===== src/common/rs_defines.svh =====
// RS syndrome front end sizes
// one field, GF(32), and one code strength, t = 6
`ifndef RS_DEFINES_SVH
`define RS_DEFINES_SVH

// symbol width in bits
`define RS_M 5

// longest frame, the full code length 2^m - 1
`define RS_N 31

// number of syndromes, 2t
`define RS_NSYN 12

// credits the source holds after reset
`define RS_IN_CREDITS 2

// result credits the DUT holds after reset
`define RS_OUT_CREDITS 4

// syndrome sets the output queue can hold
`define RS_QUEUE_DEPTH 2

`endif


===== src/common/rs_pkg.sv =====
// RS field package
// GF(32) element and syndrome types plus the constant alpha-power multiplier
`default_nettype none

`include "rs_defines.svh"

package rs_pkg;

	// one field element, polynomial basis, bit k is the x^k coefficient
	typedef logic [`RS_M-1:0] gf_elem_t;

	// frame length, wide enough to hold RS_N
	typedef logic [$clog2(`RS_N + 1)-1:0] frame_len_t;

	// index of one syndrome inside a set
	typedef logic [$clog2(`RS_NSYN)-1:0] syn_index_t;

	// all syndromes of one frame, element i holds S_i
	typedef logic [`RS_NSYN-1:0][`RS_M-1:0] syndrome_set_t;

	// primitive polynomial x^5 + x^2 + 1
	localparam logic [`RS_M:0] GF_POLY = 6'b100101;

	// ------------------------------
	// x * alpha^pow
	// ------------------------------
	// built from repeated multiply by alpha, a shift with a conditional reduction
	// when pow is a constant at the call site this folds into a small xor network
	function automatic gf_elem_t gf_mul_alpha_pow(gf_elem_t x, int unsigned pow);
		gf_elem_t r;
		int unsigned p;
		int k;
		r = x;
		// alpha has order 31 so only pow modulo 31 matters
		p = pow % `RS_N;
		for (k = 0; k < `RS_N; k++)
		begin
			if (k < int'(p))
			begin
				// the bit shifted out of x^4 folds back as x^2 + 1
				r = {r[`RS_M-2:0], 1'b0} ^ (r[`RS_M-1] ? GF_POLY[`RS_M-1:0] : '0);
			end
		end
		return r;
	endfunction

endpackage

`default_nettype wire


===== src/rs_symbol_intake.sv =====
// RS symbol intake
// takes symbols under input credits, tracks the frame length and tags
// the first and last symbol of each frame
`timescale 1ns/10ps
`default_nettype none

`include "rs_defines.svh"

module rs_symbol_intake (
	input  logic               clk,
	input  logic               arst_n,
	input  logic               in_valid,
	input  rs_pkg::gf_elem_t   in_symbol,
	input  rs_pkg::frame_len_t in_frame_len,
	input  logic               queue_full,
	output logic               in_credit,
	output logic               sym_valid,
	output rs_pkg::gf_elem_t   sym_data,
	output logic               sym_first,
	output logic               sym_last
);
	import rs_pkg::*;

	localparam int CR_W = $clog2(`RS_IN_CREDITS + 1);

	// high while a frame is open, i.e. after its first symbol
	logic in_frame;
	// symbols still to come after the last accepted one
	frame_len_t remain;
	// last-symbol credits not yet handed back
	logic [CR_W-1:0] held;
	// credits the source holds, as seen from this side
	logic [CR_W-1:0] src_credits;
	logic is_last;
	logic normal_ret;
	logic release_held;

	// the length field counts only with the first symbol of a frame
	assign is_last = in_frame ? (remain == frame_len_t'(1)) : (in_frame_len == frame_len_t'(1));

	// every symbol but the last gets its credit back right away
	assign normal_ret = in_valid && !is_last;
	// a held credit goes back only when nothing is in flight toward the queue
	// and the queue is not full, one per cycle, after any normal credit
	assign release_held = (held != '0) && !queue_full && !sym_last && !normal_ret;

	// ------------------------------
	// frame tracking
	// ------------------------------
	always_ff @(posedge clk or negedge arst_n)
	begin
		if (!arst_n)
		begin
			in_frame  <= 1'b0;
			remain    <= '0;
			sym_valid <= 1'b0;
			sym_first <= 1'b0;
			sym_last  <= 1'b0;
		end
		else
		begin
			sym_valid <= in_valid;
			sym_first <= in_valid && !in_frame;
			sym_last  <= in_valid && is_last;
			if (in_valid)
			begin
				in_frame <= !is_last;
				remain   <= (in_frame ? remain : in_frame_len) - frame_len_t'(1);
			end
		end
	end

	// the symbol itself is payload and needs no reset
	always_ff @(posedge clk)
	begin
		if (in_valid)
			sym_data <= in_symbol;
	end

	// ------------------------------
	// credit return
	// ------------------------------
	always_ff @(posedge clk or negedge arst_n)
	begin
		if (!arst_n)
		begin
			in_credit   <= 1'b0;
			held        <= '0;
			src_credits <= CR_W'(`RS_IN_CREDITS);
		end
		else
		begin
			in_credit   <= normal_ret || release_held;
			held        <= held + CR_W'(in_valid && is_last) - CR_W'(release_held);
			src_credits <= src_credits - CR_W'(in_valid) + CR_W'(in_credit);
		end
	end

	// the source may only send while it still holds a credit
	a_no_send_without_credit: assert property (
		@(posedge clk) disable iff (!arst_n)
		in_valid |-> (src_credits != '0)
	) else $error("in_valid with no input credit outstanding");

endmodule

`default_nettype wire


===== src/syndrome/rs_syndrome_bank.sv =====
// RS syndrome bank
// twelve Horner accumulators, S_i = r(alpha^(i+1)), first symbol highest degree
`timescale 1ns/10ps
`default_nettype none

`include "rs_defines.svh"

module rs_syndrome_bank (
	input  logic                  clk,
	input  logic                  arst_n,
	input  logic                  sym_valid,
	input  rs_pkg::gf_elem_t      sym_data,
	input  logic                  sym_first,
	input  logic                  sym_last,
	output logic                  set_done,
	output rs_pkg::syndrome_set_t set_data,
	output logic                  set_error
);
	import rs_pkg::*;

	// running syndromes of the frame in progress
	syndrome_set_t acc;
	// high between the first and the last symbol of a frame
	logic frame_open;

	// ------------------------------
	// accumulators
	// ------------------------------
	// each lane is acc = acc * alpha^(i+1) + r_j, restarted on the first symbol
	// the multiplier is a fixed xor network per lane, no general multiplier
	for (genvar g = 0; g < `RS_NSYN; g++)
	begin : g_lane
		gf_elem_t scaled;

		assign scaled = gf_mul_alpha_pow(acc[g], g + 1);

		always_ff @(posedge clk)
		begin
			if (sym_valid)
			begin
				if (sym_first)
					acc[g] <= sym_data;
				else
					acc[g] <= scaled ^ sym_data;
			end
		end
	end

	// ------------------------------
	// frame completion
	// ------------------------------
	// set_done rises the cycle after the last symbol, when acc holds the final values
	always_ff @(posedge clk or negedge arst_n)
	begin
		if (!arst_n)
		begin
			set_done   <= 1'b0;
			frame_open <= 1'b0;
		end
		else
		begin
			set_done <= sym_valid && sym_last;
			if (sym_valid)
				frame_open <= !sym_last;
		end
	end

	assign set_data = acc;

	// any nonzero syndrome means the frame is not a codeword
	assign set_error = |acc;

	// a frame opens only when none is open, and every later symbol needs an open one
	a_frame_order: assert property (
		@(posedge clk) disable iff (!arst_n)
		sym_valid |-> (sym_first != frame_open)
	) else $error("symbol does not fit the open or closed state of the frame");

endmodule

`default_nettype wire


===== src/syndrome/rs_syndrome_queue.sv =====
// RS syndrome queue
// small FIFO of finished syndrome sets and their error flags
`timescale 1ns/10ps
`default_nettype none

`include "rs_defines.svh"

module rs_syndrome_queue (
	input  logic                  clk,
	input  logic                  arst_n,
	input  logic                  set_done,
	input  rs_pkg::syndrome_set_t set_data,
	input  logic                  set_error,
	input  logic                  q_pop,
	output logic                  queue_full,
	output logic                  q_valid,
	output rs_pkg::syndrome_set_t q_data,
	output logic                  q_error
);
	import rs_pkg::*;

	localparam int PTR_W = (`RS_QUEUE_DEPTH > 1) ? $clog2(`RS_QUEUE_DEPTH) : 1;
	localparam int CNT_W = $clog2(`RS_QUEUE_DEPTH + 1);
	// every input credit the source holds can still close one more frame,
	// so the queue stops taking new frames this many entries before the end
	localparam int FULL_AT = `RS_QUEUE_DEPTH - `RS_IN_CREDITS + 1;

	syndrome_set_t mem_data [`RS_QUEUE_DEPTH];
	logic mem_error [`RS_QUEUE_DEPTH];
	logic [PTR_W-1:0] wr_ptr;
	logic [PTR_W-1:0] rd_ptr;
	logic [CNT_W-1:0] count;

	// ------------------------------
	// storage
	// ------------------------------
	always_ff @(posedge clk)
	begin
		if (set_done)
		begin
			mem_data[wr_ptr]  <= set_data;
			mem_error[wr_ptr] <= set_error;
		end
	end

	// ------------------------------
	// pointers and fill level
	// ------------------------------
	always_ff @(posedge clk or negedge arst_n)
	begin
		if (!arst_n)
		begin
			wr_ptr <= '0;
			rd_ptr <= '0;
			count  <= '0;
		end
		else
		begin
			if (set_done)
				wr_ptr <= (wr_ptr == PTR_W'(`RS_QUEUE_DEPTH - 1)) ? '0 : wr_ptr + 1'b1;
			if (q_pop)
				rd_ptr <= (rd_ptr == PTR_W'(`RS_QUEUE_DEPTH - 1)) ? '0 : rd_ptr + 1'b1;
			case ({set_done, q_pop})
				2'b10: count <= count + 1'b1;
				2'b01: count <= count - 1'b1;
				default: count <= count;
			endcase
		end
	end

	// the set being written this cycle already counts, it is a committed entry
	assign queue_full = (int'(count) + int'(set_done)) >= FULL_AT;

	// head of queue, visible the cycle after its write
	assign q_valid = count != '0;
	assign q_data  = mem_data[rd_ptr];
	assign q_error = mem_error[rd_ptr];

	// input credit gating upstream must keep the bank from overrunning us
	a_no_write_when_full: assert property (
		@(posedge clk) disable iff (!arst_n)
		set_done |-> (count != CNT_W'(`RS_QUEUE_DEPTH))
	) else $error("syndrome set written into a full queue");

	// the transmitter only pops a set it has finished sending
	a_no_pop_when_empty: assert property (
		@(posedge clk) disable iff (!arst_n)
		q_pop |-> (count != '0)
	) else $error("pop from an empty syndrome queue");

endmodule

`default_nettype wire


===== src/rs_result_tx.sv =====
// RS result transmitter
// sends one queued syndrome set, index 0 to 11, one word per output credit
`timescale 1ns/10ps
`default_nettype none

`include "rs_defines.svh"

module rs_result_tx (
	input  logic                  clk,
	input  logic                  arst_n,
	input  logic                  q_valid,
	input  rs_pkg::syndrome_set_t q_data,
	input  logic                  q_error,
	input  logic                  res_credit,
	output logic                  q_pop,
	output logic                  res_valid,
	output rs_pkg::syn_index_t    res_index,
	output rs_pkg::gf_elem_t      res_syndrome,
	output logic                  res_error,
	output logic                  res_last
);
	import rs_pkg::*;

	localparam int CR_W = $clog2(`RS_OUT_CREDITS + 1);

	// credits we hold toward the sink
	logic [CR_W-1:0] credits;
	// next syndrome of the head set to go out
	syn_index_t idx;
	logic send;
	logic at_end;

	// a word goes out whenever there is a set and a credit to spend on it
	assign send   = q_valid && (credits != '0);
	assign at_end = idx == syn_index_t'(`RS_NSYN - 1);
	// the set leaves the queue as its last word is taken
	assign q_pop  = send && at_end;

	// ------------------------------
	// control
	// ------------------------------
	// without credits idx stays put, so the set resumes where it stopped
	always_ff @(posedge clk or negedge arst_n)
	begin
		if (!arst_n)
		begin
			credits   <= CR_W'(`RS_OUT_CREDITS);
			idx       <= '0;
			res_valid <= 1'b0;
			res_last  <= 1'b0;
		end
		else
		begin
			credits   <= credits - CR_W'(send) + CR_W'(res_credit);
			res_valid <= send;
			res_last  <= send && at_end;
			if (send)
				idx <= at_end ? '0 : idx + 1'b1;
		end
	end

	// the word itself, only meaningful while res_valid is high
	always_ff @(posedge clk)
	begin
		if (send)
		begin
			res_index    <= idx;
			res_syndrome <= q_data[idx];
			res_error    <= q_error;
		end
	end

	// the sink must never hand back more credits than we spent
	a_credit_bound: assert property (
		@(posedge clk) disable iff (!arst_n)
		credits <= CR_W'(`RS_OUT_CREDITS)
	) else $error("output credit count above its initial value");

endmodule

`default_nettype wire


===== src/rs_syndrome_top.sv =====
// RS syndrome front end top level
// intake, syndrome bank, result queue and transmitter in pipeline order
`timescale 1ns/10ps
`default_nettype none

module rs_syndrome_top (
	input  logic               clk,
	input  logic               arst_n,
	input  logic               in_valid,
	input  rs_pkg::gf_elem_t   in_symbol,
	input  rs_pkg::frame_len_t in_frame_len,
	output logic               in_credit,
	output logic               res_valid,
	output rs_pkg::syn_index_t res_index,
	output rs_pkg::gf_elem_t   res_syndrome,
	output logic               res_error,
	output logic               res_last,
	input  logic               res_credit
);
	import rs_pkg::*;

	// intake to bank
	logic sym_valid;
	gf_elem_t sym_data;
	logic sym_first;
	logic sym_last;

	// bank to queue
	logic set_done;
	syndrome_set_t set_data;
	logic set_error;

	// queue to intake and tx
	logic queue_full;
	logic q_valid;
	syndrome_set_t q_data;
	logic q_error;
	logic q_pop;

	rs_symbol_intake u_intake (
		.clk          (clk),
		.arst_n       (arst_n),
		.in_valid     (in_valid),
		.in_symbol    (in_symbol),
		.in_frame_len (in_frame_len),
		.queue_full   (queue_full),
		.in_credit    (in_credit),
		.sym_valid    (sym_valid),
		.sym_data     (sym_data),
		.sym_first    (sym_first),
		.sym_last     (sym_last)
	);

	rs_syndrome_bank u_bank (
		.clk       (clk),
		.arst_n    (arst_n),
		.sym_valid (sym_valid),
		.sym_data  (sym_data),
		.sym_first (sym_first),
		.sym_last  (sym_last),
		.set_done  (set_done),
		.set_data  (set_data),
		.set_error (set_error)
	);

	rs_syndrome_queue u_queue (
		.clk        (clk),
		.arst_n     (arst_n),
		.set_done   (set_done),
		.set_data   (set_data),
		.set_error  (set_error),
		.q_pop      (q_pop),
		.queue_full (queue_full),
		.q_valid    (q_valid),
		.q_data     (q_data),
		.q_error    (q_error)
	);

	rs_result_tx u_tx (
		.clk          (clk),
		.arst_n       (arst_n),
		.q_valid      (q_valid),
		.q_data       (q_data),
		.q_error      (q_error),
		.res_credit   (res_credit),
		.q_pop        (q_pop),
		.res_valid    (res_valid),
		.res_index    (res_index),
		.res_syndrome (res_syndrome),
		.res_error    (res_error),
		.res_last     (res_last)
	);

endmodule

`default_nettype wire


===== config.mk =====
export PLATFORM = sky130hd
export DESIGN_NAME = rs_syndrome_top
export DESIGN_NICKNAME = d
export VERILOG_FILES = /design/src/common/rs_pkg.sv /design/src/rs_symbol_intake.sv /design/src/syndrome/rs_syndrome_bank.sv /design/src/syndrome/rs_syndrome_queue.sv /design/src/rs_result_tx.sv /design/src/rs_syndrome_top.sv
export VERILOG_INCLUDE_DIRS = /design/src /design/src/common
export SDC_FILE = /design/constraint.sdc
export NUM_CORES = 1
export LEC_CHECK = 0
export BUFFER_PORTS_ARGS = -buffer_cell sky130_fd_sc_hd__buf_2
export CORE_MARGIN = 10
export CORE_UTILIZATION = 55
export CTS_BUF_LIST = sky130_fd_sc_hd__clkbuf_4 sky130_fd_sc_hd__clkbuf_8
export DETAILED_ROUTE_END_ITERATION = 6
export PLACE_DENSITY_LB_ADDON = 0.08
export SETUP_SLACK_MARGIN = 0.02
export SKIP_CTS_REPAIR_TIMING = 1
export SYNTH_ARGS = -nofsm -noshare
export SYNTH_HDL_FRONTEND = slang
export SYNTH_SLANG_ARGS = --single-unit

===== constraint.sdc =====
create_clock -name clk -period 10.4 [get_ports clk]
set_input_delay 2.08 -clock clk [delete_from_list [all_inputs] [get_ports clk]]
set_output_delay 2.08 -clock clk [all_outputs]
set_load 0.02 [all_outputs]

==> metrics.csv, run 1 <==
metric,value,unit
antenna_cells,0,
synth_simple_gate_area_share,7.21,%
die_y,154,um
layout-drive-gt1-share,16.3,%
final_nets,708,
synthCells,635,
synth_edf_count,197,
worst_setup_path_end_kind,flip-flop,
yosysWarnings,0,
drtPass1Iterations,5,
pwr-share-comb,33.9,%
die_area,23700,um^2
vias_per_cell,5.61,
critPathLaunch,in_frame_len[0],
cts_tree,built,
setup_viol,0,
maxSlewHeadroom,29.4,%
wire_per_inst,20.4,um
placed_cell_area,10200,um^2
synth-seq-cells,223,
cts_buffers,38,
worstPathMaxFanout,4,
synth_common_cells,"197 x edfxtp_1, 72 x xnor2_1, 63 x xor2_1",
p_leak,3.90,nW
rsz0062_at_grt,false,
netlist_area,9880,um^2
grt_max_degree,62,
finClkSkew,0.0298,ns
p_int,0.00242,W
fin_crit_sh,33.7,%
avgSynthCellArea,15.6,um^2
synthAdderAreaFrac,1.60,%
cts_max_level,2,
synth_top_family_by_area,XOR/XNOR gates,
antenna_found_initial,0,
yosysMostFrequentCell,edfxtp_1,
design_area,11000,um^2
grt_overflow,0,
max-vdd-ir-drop,0.173,mV
synth_top_area_cell,edfxtp_1,
synth_top_flop_cell,edfxtp_1,
synthMuxAreaShare,8.06,%
coreArea,17500,um^2
path_class,in2reg,
grt.total_usage,15.9,%
hold_path.class,reg2reg,
cp.required,10.84,ns
fp.dieW,154,um
status,completed,
cap_violations,0,
io_pins,27,
start_util,56.5,%
port_buffers,26,
ant_nets,0,
area_growth,10.9,%
tns,0,ns
synth_area_leaders,"edfxtp_1 60%, xnor2_1 6.4%, dfrtp_1 6.3%",
worstMarginPinSlew,1.06,ns
grt_pass1_wl,29.9,mm
cts_sinks,223,
slew_violations,0,
synth.yosys.seq_area_share,66.5,%
clk_pin_slew_worst_paths,0.05,ns
swShare,34.2,%
clkPwrFrac,21.0,%
synth_top_area_share,59.9,%
ys_types,41,
p_sw,0.00126,W
hpwl,11.8,mm
cts_buffer_depth,3,
synth_xor_area_share,12.4,%
fmax,285,MHz
synth_compound_area_share,2.23,%
drc,0,
drt_iter0_drc,275,
startpoint_type,input pin,
placed_cells,867,
root_buffer,clkbuf_8,
clock_latency,0.52,ns
seqPwrFrac,45.1,%
min_period,3.51,ns
synth_nets,661,
cp.arrival,3.95,ns
r2r-start,u_tx.credits[0],
worstHoldStart,u_intake.held[1],
wirelength,19.0,mm
synth-async-reset-ratio,11.7,%
grt_pass1_vias,5389,
via_count,5224,
final_cells,932,
hold_viol,0,
place_congestion,0.785,
power_density,336,nW/um^2
num_rows,48,
-- power groups by stage --
stage | Combinational (W) | Sequential, W | Clock, W
floorplan | 0.00103 | 0.00159 | 0
global placement | 0.00121 | 0.00167 | 0
detailed placement | 0.00125 | 0.00168 | 0
CTS | 0.00126 | 0.00166 | 0.000791
global route | 0.00140 | 0.00170 | 0.000830
finish | 0.00125 | 0.00166 | 0.000773
-- path summary, 6_finish.rpt --
path | endpoint | slack, ns | cells past startpoint
worst max register to register | u_tx.credits[2] | 7.39 | 8
worst min-delay path | u_intake.held[1] | 0.48 | 1
worst max-delay path | u_intake.held[1] | 6.89 | 12
min in group asynchronous | u_tx.res_last | 1.56 | 1
worst min register to register | u_intake.held[1] | 0.48 | 1
max in group asynchronous | u_intake.sym_valid | 8.41 | 1
-- critical path, cell delays in order --
cell and delay [ns]:
buf_2 0.10, mux2i_1 0.27, inv_1 0.09, ha_1 0.20, o211ai_1 0.11, nand2_1 0.10
and2_1 0.17, ha_1 0.27, inv_1 0.04, ha_1 0.20, xnor2_1 0.18, xnor2_1 0.14
-- per-layer routing --
| metal | GRT usage, % | wire, um | vias up |
|---|---|---|---|
| li1 | - | - | 2430 |
| met1 | 21.8 | 8530 | 2623 |
| met2 | 24.8 | 8980 | 135 |
| met3 | 3.15 | 1070 | 36 |
| met4 | 5.58 | 401 | 0 |
| met5 | 0 | 0 | - |
-- cells in the final DEF, fill, tap and decap left out, drive strengths merged, types with 13 or more instances in the layout --
| cell | count |
|---|---|
| nor2 | 51 |
| mux2i | 27 |
| nand2b | 26 |
| edfxtp | 197 |
| xnor2 | 72 |
| nand2 | 17 |
| xor2 | 63 |
| dfrtp | 25 |
| clkbuf | 53 |
| inv | 13 |
| buf | 32 |
| mux4 | 20 |
| nor4 | 13 |
-- through the flow --
stage	utilization [%]	power (W)	hold slack (ns)	setup slack [ns]
floorplan	-	0.00262	0.446	6.67
global placement	58.3	0.00288	0.463	6.48
detailed placement	58.3	0.00293	0.481	6.35
CTS	62.7	0.00371	0.491	6.92
global route	62.7	0.00392	0.501	6.78
finish	62.7	0.00368	0.480	6.89
-- flip-flops by register name, indices dropped and copies added (netlist names), 2 cells and up --
register / cells
u_queue.mem_data: 120
u_tx.credits: 3
u_intake.remain: 5
u_intake.sym_data: 5
u_queue.mem_error: 2
u_tx.res_syndrome: 5
u_intake.held: 2
u_queue.count: 2
u_bank.set_data: 60
u_tx.idx: 4
u_tx.res_index: 4
-- kinds of logic after synthesis --
family / Yosys count
flip-flops: 223
AO/OA/AOI/OAI: 32
multiplexers: 51
buffers and inverters: 38
adder cells (fa/ha/maj): 12
XOR/XNOR: 137
AND/OR/NAND/NOR: 142
-- area by class of cell --
type                       instances  area (um^2)
sequential                       223         6570
timing repair buffer              32          175
tap                              225          282
multi-input combinational        374         3120
fill                            1300         6520
inverter                          13         48.8
clock buffer                      53          673
clock inverter                    12         82.6
No activity file was read; power rests on OpenSTA's default activity.
==> run 2: changes to the inputs <==
clock period = 3.2 ns   (was 10.4 ns; I/O delays follow)
==> metrics.csv, run 2 (synthesis gave the netlist of run 1 again) <==
metric,value,unit,change
wirelength,19.3,mm,was 19.0 mm
clk_pin_slew_worst_paths,0.05,ns,about the same
num_rows,48,,unchanged
r2r-start,u_intake.in_frame,,was u_tx.credits[0]
hold_viol,0,,unchanged
hpwl,12.5,mm,was 11.8 mm
tns,0,ns,unchanged
final_cell_mix,"197 x edfxtp_1, 72 x xnor2_1, 63 x xor2_1, 50 x nor2_1, 43 x clkbuf_8",,"was 197 x edfxtp_1, 72 x xnor2_1, 63 x xor2_1, 50 x nor2_1, 44 x clkbuf_8"
crit_top_cell,ha_1,,unchanged
rr_worst_depth,11,,was 8
power_density,1090,nW/um^2,was 336 nW/um^2
min_period,2.49,ns,
fp.dieW,154,um,unchanged
p_int,0.00802,W,was 0.00242 W
cts_tree,built,,unchanged
hold_path.class,in2async,,was reg2reg
root_buffer,clkbuf_8,,unchanged
fmax,402,MHz,
coreArea,17500,um^2,unchanged
rsz0062_at_grt,false,,unchanged
die_area,23700,um^2,unchanged
cts_sinks,223,,unchanged
clkPwrFrac,21.8,%,was 21.0%
grt_max_degree,61,,was 62
final_common_cell,edfxtp_1,,unchanged
swShare,33.8,%,was 34.2%
seqPwrFrac,44.5,%,was 45.1%
total_power,0.0121,W,was 0.00368 W
cp.arrival,2.93,ns,was 3.95 ns
grt.total_usage,16.3,%,was 15.9%
final_nets,716,,was 708
pwr-share-comb,33.7,%,was 33.9%
maxSlewHeadroom,25.7,%,was 29.4%
clock_latency,0.52,ns,about the same
path_class,reg2reg,,was in2reg
port_buffers,26,,unchanged
cts_buffers,38,,unchanged
cpPeakStageDelay,0.58,ns,was 0.27 ns
drc,0,,unchanged
cts_max_level,2,,unchanged
largest_reg_flops,120,,unchanged
cts_buffer_depth,3,,unchanged
status,completed,,unchanged
ant_nets,0,,unchanged
layout-drive-gt1-share,17.4,%,was 16.3%
vias_per_cell,5.58,,was 5.61
dpl_worst_slack,0.640,ns,was 6.35 ns
wire_per_inst,20.5,um,was 20.4 um
antenna_cells,0,,unchanged
via_count,5275,,"was 5,224"
max-vdd-ir-drop,0.606,mV,was 0.173 mV
setup_viol,0,,unchanged
reg2reg_to,u_intake.held[1],,was u_tx.credits[2]
worstPathMaxFanout,11,,was 4
start_util,56.5,%,unchanged
fin_crit_sh,77.8,%,
die_y,154,um,unchanged
worst_setup_path_end_kind,flip-flop,,unchanged
grt_overflow,0,,unchanged
p_sw,0.00410,W,was 0.00126 W
final_util,63.3,%,was 62.7%
grt_pass1_wl,30.7,mm,was 29.9 mm
p_leak,3.97,nW,was 3.90 nW
cp.required,3.64,ns,was 10.84 ns
slowest_stage,dfrtp_1,,was mux2i_1
antenna_found_initial,0,,unchanged
drt_iter0_drc,310,,was 275
drtPass1Iterations,5,,unchanged
worstMarginPinSlew,1.11,ns,was 1.06 ns
layout_setup_ws,0.710,ns,was 6.89 ns
place_congestion,0.841,,was 0.785
startpoint_type,flip-flop,,was input pin
ff2ff_setup_slack,0.71,ns,was 7.39 ns
area_growth,12.1,%,was 10.9%
io_pins,27,,unchanged
regMostFlops,u_queue.mem_data,,unchanged
grt_pass1_vias,5336,,"was 5,389"
worstPathCellList,mux2i_1 > inv_1 > ha_1 > o211ai_1 > nand2_1 > and2_1 > ha_1 > inv_1 > ha_1 > xnor2_1 > xnor2_1,,was buf_2 > mux2i_1 > inv_1 > ha_1 > o211ai_1 > nand2_1 > and2_1 > ha_1 > inv_1 > ha_1 > xnor2_1 > xnor2_1
slew_violations,0,,unchanged
cap_violations,0,,unchanged
finClkSkew,0.0196,ns,was 0.0298 ns
==> run 2: changes by cell type in the layout (fill, tap and decap cells not counted) <==
cell,delta
bufinv_16,+1
clkbuf_4,+4
buf_4,+7
clkinvlp_4,-1
clkinv_2,-1
clkbuf_8,-1
buf_12,+1
clkinv_1,+3
==> run 2: per-stage QoR <==
step                cell area [um^2]  cells  hold WS (ns)
finish                         11100    945         0.124
detailed placement             10300    875         0.478
floorplan                       9880    635         0.344
global route                   11100    945         0.169
global placement               10300    875         0.462
CTS                            11100    945         0.127
==> run 2: per-layer routing <==
layer  track usage (%)  vias to the layer above  share of wire, %
met1              22.4                     2673                45
met4              5.04                        0               1.6
met5                 0                        -                 0
li1                  -                     2442                 -
met2              25.1                      131                47
met3              3.68                       29               5.5
==> run 2: power groups by stage <==
stage / Clock, W / Sequential (W) / Combinational (W)
2_1_floorplan: 0 / 0.00517 / 0.00336
3_3_place_gp: 0 / 0.00540 / 0.00400
3_5_place_dp: 0 / 0.00545 / 0.00408
4_1_cts: 0.00270 / 0.00540 / 0.00413
5_1_grt: 0.00284 / 0.00552 / 0.00455
6_report: 0.00264 / 0.00540 / 0.00408
==> run 2: cell type report <==
class	count	area (um^2)
clock buffers	56	689
clock inverters	14	111
fillers	1300	6410
inverters	13	48.8
multi-input cells	374	3120
flip-flops and latches	223	6570
well taps	225	282
repair buffers	40	248
==> run 2: worst max-delay path by stage <==
stage	slack [ns]	cells past startpoint	startpoint	to
finish	0.71	11	u_intake.in_frame	u_intake.held[1]
global route	0.48	11	u_intake.in_frame	u_intake.held[1]
CTS	0.69	11	u_intake.in_frame	u_intake.held[1]
detailed placement	0.64	12	in_frame_len[0]	u_intake.held[1]
global placement	0.73	12	in_frame_len[0]	u_intake.held[1]
floorplan	0.70	8	u_tx.credits[0]	u_tx.credits[2]
==> run 2: worst max-delay path, delay by kind of cell (launching register included) <==
family | cells | cell delay [ns]
fa+ha+maj | 3 | 0.66
flops | 1 | 0.58
mux | 1 | 0.36
xor+xnor | 2 | 0.33
simple gates | 2 | 0.26
buf+inv | 2 | 0.13
compound gates | 1 | 0.10
==> run 3: changes to the inputs <==
clock period = 2.3 ns   (was 3.2 ns; I/O delays follow)
==> metrics.csv, run 3 (synthesis gave the netlist of run 1 again) <==
metric,value,unit,change
hpwl,12.6,mm,was 12.5 mm
cts_max_level,2,,unchanged
cp.arrival,2.59,ns,was 2.93 ns
vias_per_cell,5.48,,was 5.58
grt_pass1_vias,5372,,"was 5,336"
p_int,0.0111,W,was 0.00802 W
drt_iter0_drc,354,,was 310
max-vdd-ir-drop,0.850,mV,was 0.606 mV
power_density,1490,nW/um^2,was 1090 nW/um^2
min_period,2.16,ns,was 2.49 ns
final_cells,954,,was 945
layout-drive-gt1-share,19.8,%,was 17.4%
setup_viol,0,,unchanged
path_class,reg2reg,,unchanged
final_common_cell,edfxtp_1,,unchanged
rr_worst_depth,11,,unchanged
swShare,34.0,%,was 33.8%
hold_path.class,in2reg,,was in2async
via_count,5227,,"was 5,275"
slew_violations,0,,unchanged
fp.dieW,154,um,unchanged
io_pins,27,,unchanged
reg2reg_to,u_intake.held[1],,unchanged
crit_top_cell,ha_1,,unchanged
final_nets,732,,was 716
grt_pass1_wl,30.6,mm,was 30.7 mm
place_congestion,0.869,,was 0.841
rsz0062_at_grt,true,,was false
tns,0,ns,unchanged
layout_setup_ws,0.139,ns,was 0.710 ns
clkPwrFrac,19.7,%,was 21.8%
cts_sinks,223,,unchanged
area_growth,13.4,%,was 12.1%
startpoint_type,flip-flop,,unchanged
maxSlewHeadroom,56.8,%,was 25.7%
grt_max_degree,62,,was 61
placed_cells,890,,was 875
pwr-share-comb,36.5,%,was 33.7%
p_sw,0.00569,W,was 0.00410 W
worst_setup_path_end_kind,flip-flop,,unchanged
fillCellCount,1288,,"was 1,300"
die_area,23700,um^2,unchanged
cts_tree,built,,unchanged
die_y,154,um,unchanged
worstHoldStart,in_symbol[3],,
antenna_found_initial,0,,unchanged
final_cell_mix,"197 x edfxtp_1, 72 x xnor2_1, 63 x xor2_1, 50 x nor2_1, 40 x clkbuf_8",,"was 197 x edfxtp_1, 72 x xnor2_1, 63 x xor2_1, 50 x nor2_1, 43 x clkbuf_8"
num_rows,48,,unchanged
dpl_worst_slack,0.0640,ns,was 0.640 ns
cts_buffer_depth,3,,unchanged
finClkSkew,0.0174,ns,was 0.0196 ns
worstMarginPinSlew,0.644,ns,was 1.11 ns
clock_latency,0.51,ns,was 0.52 ns
worstPathMaxFanout,4,,was 11
design_area,11200,um^2,"was 11,100 um^2"
holdPathEnd,u_intake.sym_data[3],,
cts_buffers,37,,was 38
largest_reg_flops,120,,unchanged
fmax,463,MHz,was 402 MHz
drc,0,,unchanged
slowest_stage,dfrtp_2,,was dfrtp_1
grt_overflow,0,,unchanged
drtPass1Iterations,4,,was 5
regMostFlops,u_queue.mem_data,,unchanged
wirelength,19.3,mm,about the same
p_leak,4.03,nW,was 3.97 nW
grt.total_usage,16.4,%,was 16.3%
ff2ff_setup_slack,0.14,ns,was 0.71 ns
cpPeakStageDelay,0.42,ns,was 0.58 ns
start_util,56.5,%,unchanged
root_buffer,clkbuf_8,,unchanged
clk_pin_slew_worst_paths,0.06,ns,was 0.05 ns
fin_crit_sh,94.0,%,was 77.8%
total_power,0.0167,W,was 0.0121 W
placed_cell_area,10500,um^2,"was 10,300 um^2"
wire_per_inst,20.2,um,was 20.5 um
hold_viol,0,,unchanged
antenna_cells,0,,unchanged
cp.required,2.73,ns,was 3.64 ns
r2r-start,u_intake.in_frame,,unchanged
min_path_cells,1,,
worstPathCellList,mux2i_2 > inv_1 > ha_1 > o211ai_1 > nand2_1 > and2_1 > ha_1 > inv_1 > ha_1 > xnor2_1 > xnor2_1,,was mux2i_1 > inv_1 > ha_1 > o211ai_1 > nand2_1 > and2_1 > ha_1 > inv_1 > ha_1 > xnor2_1 > xnor2_1
cap_violations,0,,unchanged
seqPwrFrac,43.8,%,was 44.5%
status,completed,,unchanged
ant_nets,0,,unchanged
coreArea,17500,um^2,unchanged
port_buffers,26,,unchanged
-- run 3: cell types whose count changed in the layout (fill, tap and decap cells not counted), sizes merged --
cell,change
clkbuf,+1
dlygate4sd3,+1
buf,+16
bufinv,-2
clkinv,-7
-- run 3: layer usage --
| layer | vias up | global-route usage, % | routed length, um |
|---|---|---|---|
| met2 | 110 | 25.9 | 9290 |
| met3 | 29 | 3.40 | 1050 |
| met4 | 0 | 5.17 | 330 |
| met1 | 2616 | 22.3 | 8640 |
| met5 | - | 0 | 0 |
| li1 | 2472 | - | - |
-- run 3: power groups by stage --
stage	Sequential [W]	Clock (W)	Combinational, W
after detailed placement	0.00740	0	0.00611
after global routing	0.00749	0.00354	0.00683
final	0.00733	0.00329	0.00612
after global placement	0.00733	0	0.00592
after floorplan	0.00720	0	0.00469
after CTS	0.00733	0.00336	0.00617
-- run 3: worst max-delay path: cells and delay by family (launching register included) --
kind / cells / cell delay, ns
adders and majority gates: 3 / 0.66
and+or+nand+nor: 2 / 0.27
AOI/OAI and AO/OA: 1 / 0.11
muxes: 1 / 0.23
xor gates and xnor gates: 2 / 0.29
buffers and inverters: 2 / 0.10
DFF: 1 / 0.42
-- run 3: cell type report --
type	count	area, um^2	share of cell area (%)
multi-input cells	374	3150	28.1
inverters	13	48.8	0.436
clock inverters	5	21.3	0.190
repair buffers	57	453	4.04
clock buffers	57	678	6.05
flip-flops and latches	223	6570	58.7
well taps	225	282	2.51
-- run 3: how the worst max path moves through the flow --
stage,from,to,depth (start not counted)
2_1_floorplan,u_queue.wr_ptr,u_queue.mem_data[1][0],1
3_3_place_gp,in_frame_len[0],u_intake.held[1],12
3_5_place_dp,in_frame_len[0],u_intake.held[1],12
4_1_cts,u_intake.in_frame,u_intake.held[1],11
5_1_grt,u_bank.set_done,u_intake.held[1],11
6_report,u_intake.in_frame,u_intake.held[1],11
-- run 3: per-stage QoR --
stage	util [%]	hold WS [ns]
floorplan	-	0.164
global placement	59.9	0.461
detailed placement	59.9	0.468
CTS	63.9	-0.0386
global route	64.1	0.108
finish	64.1	0.133
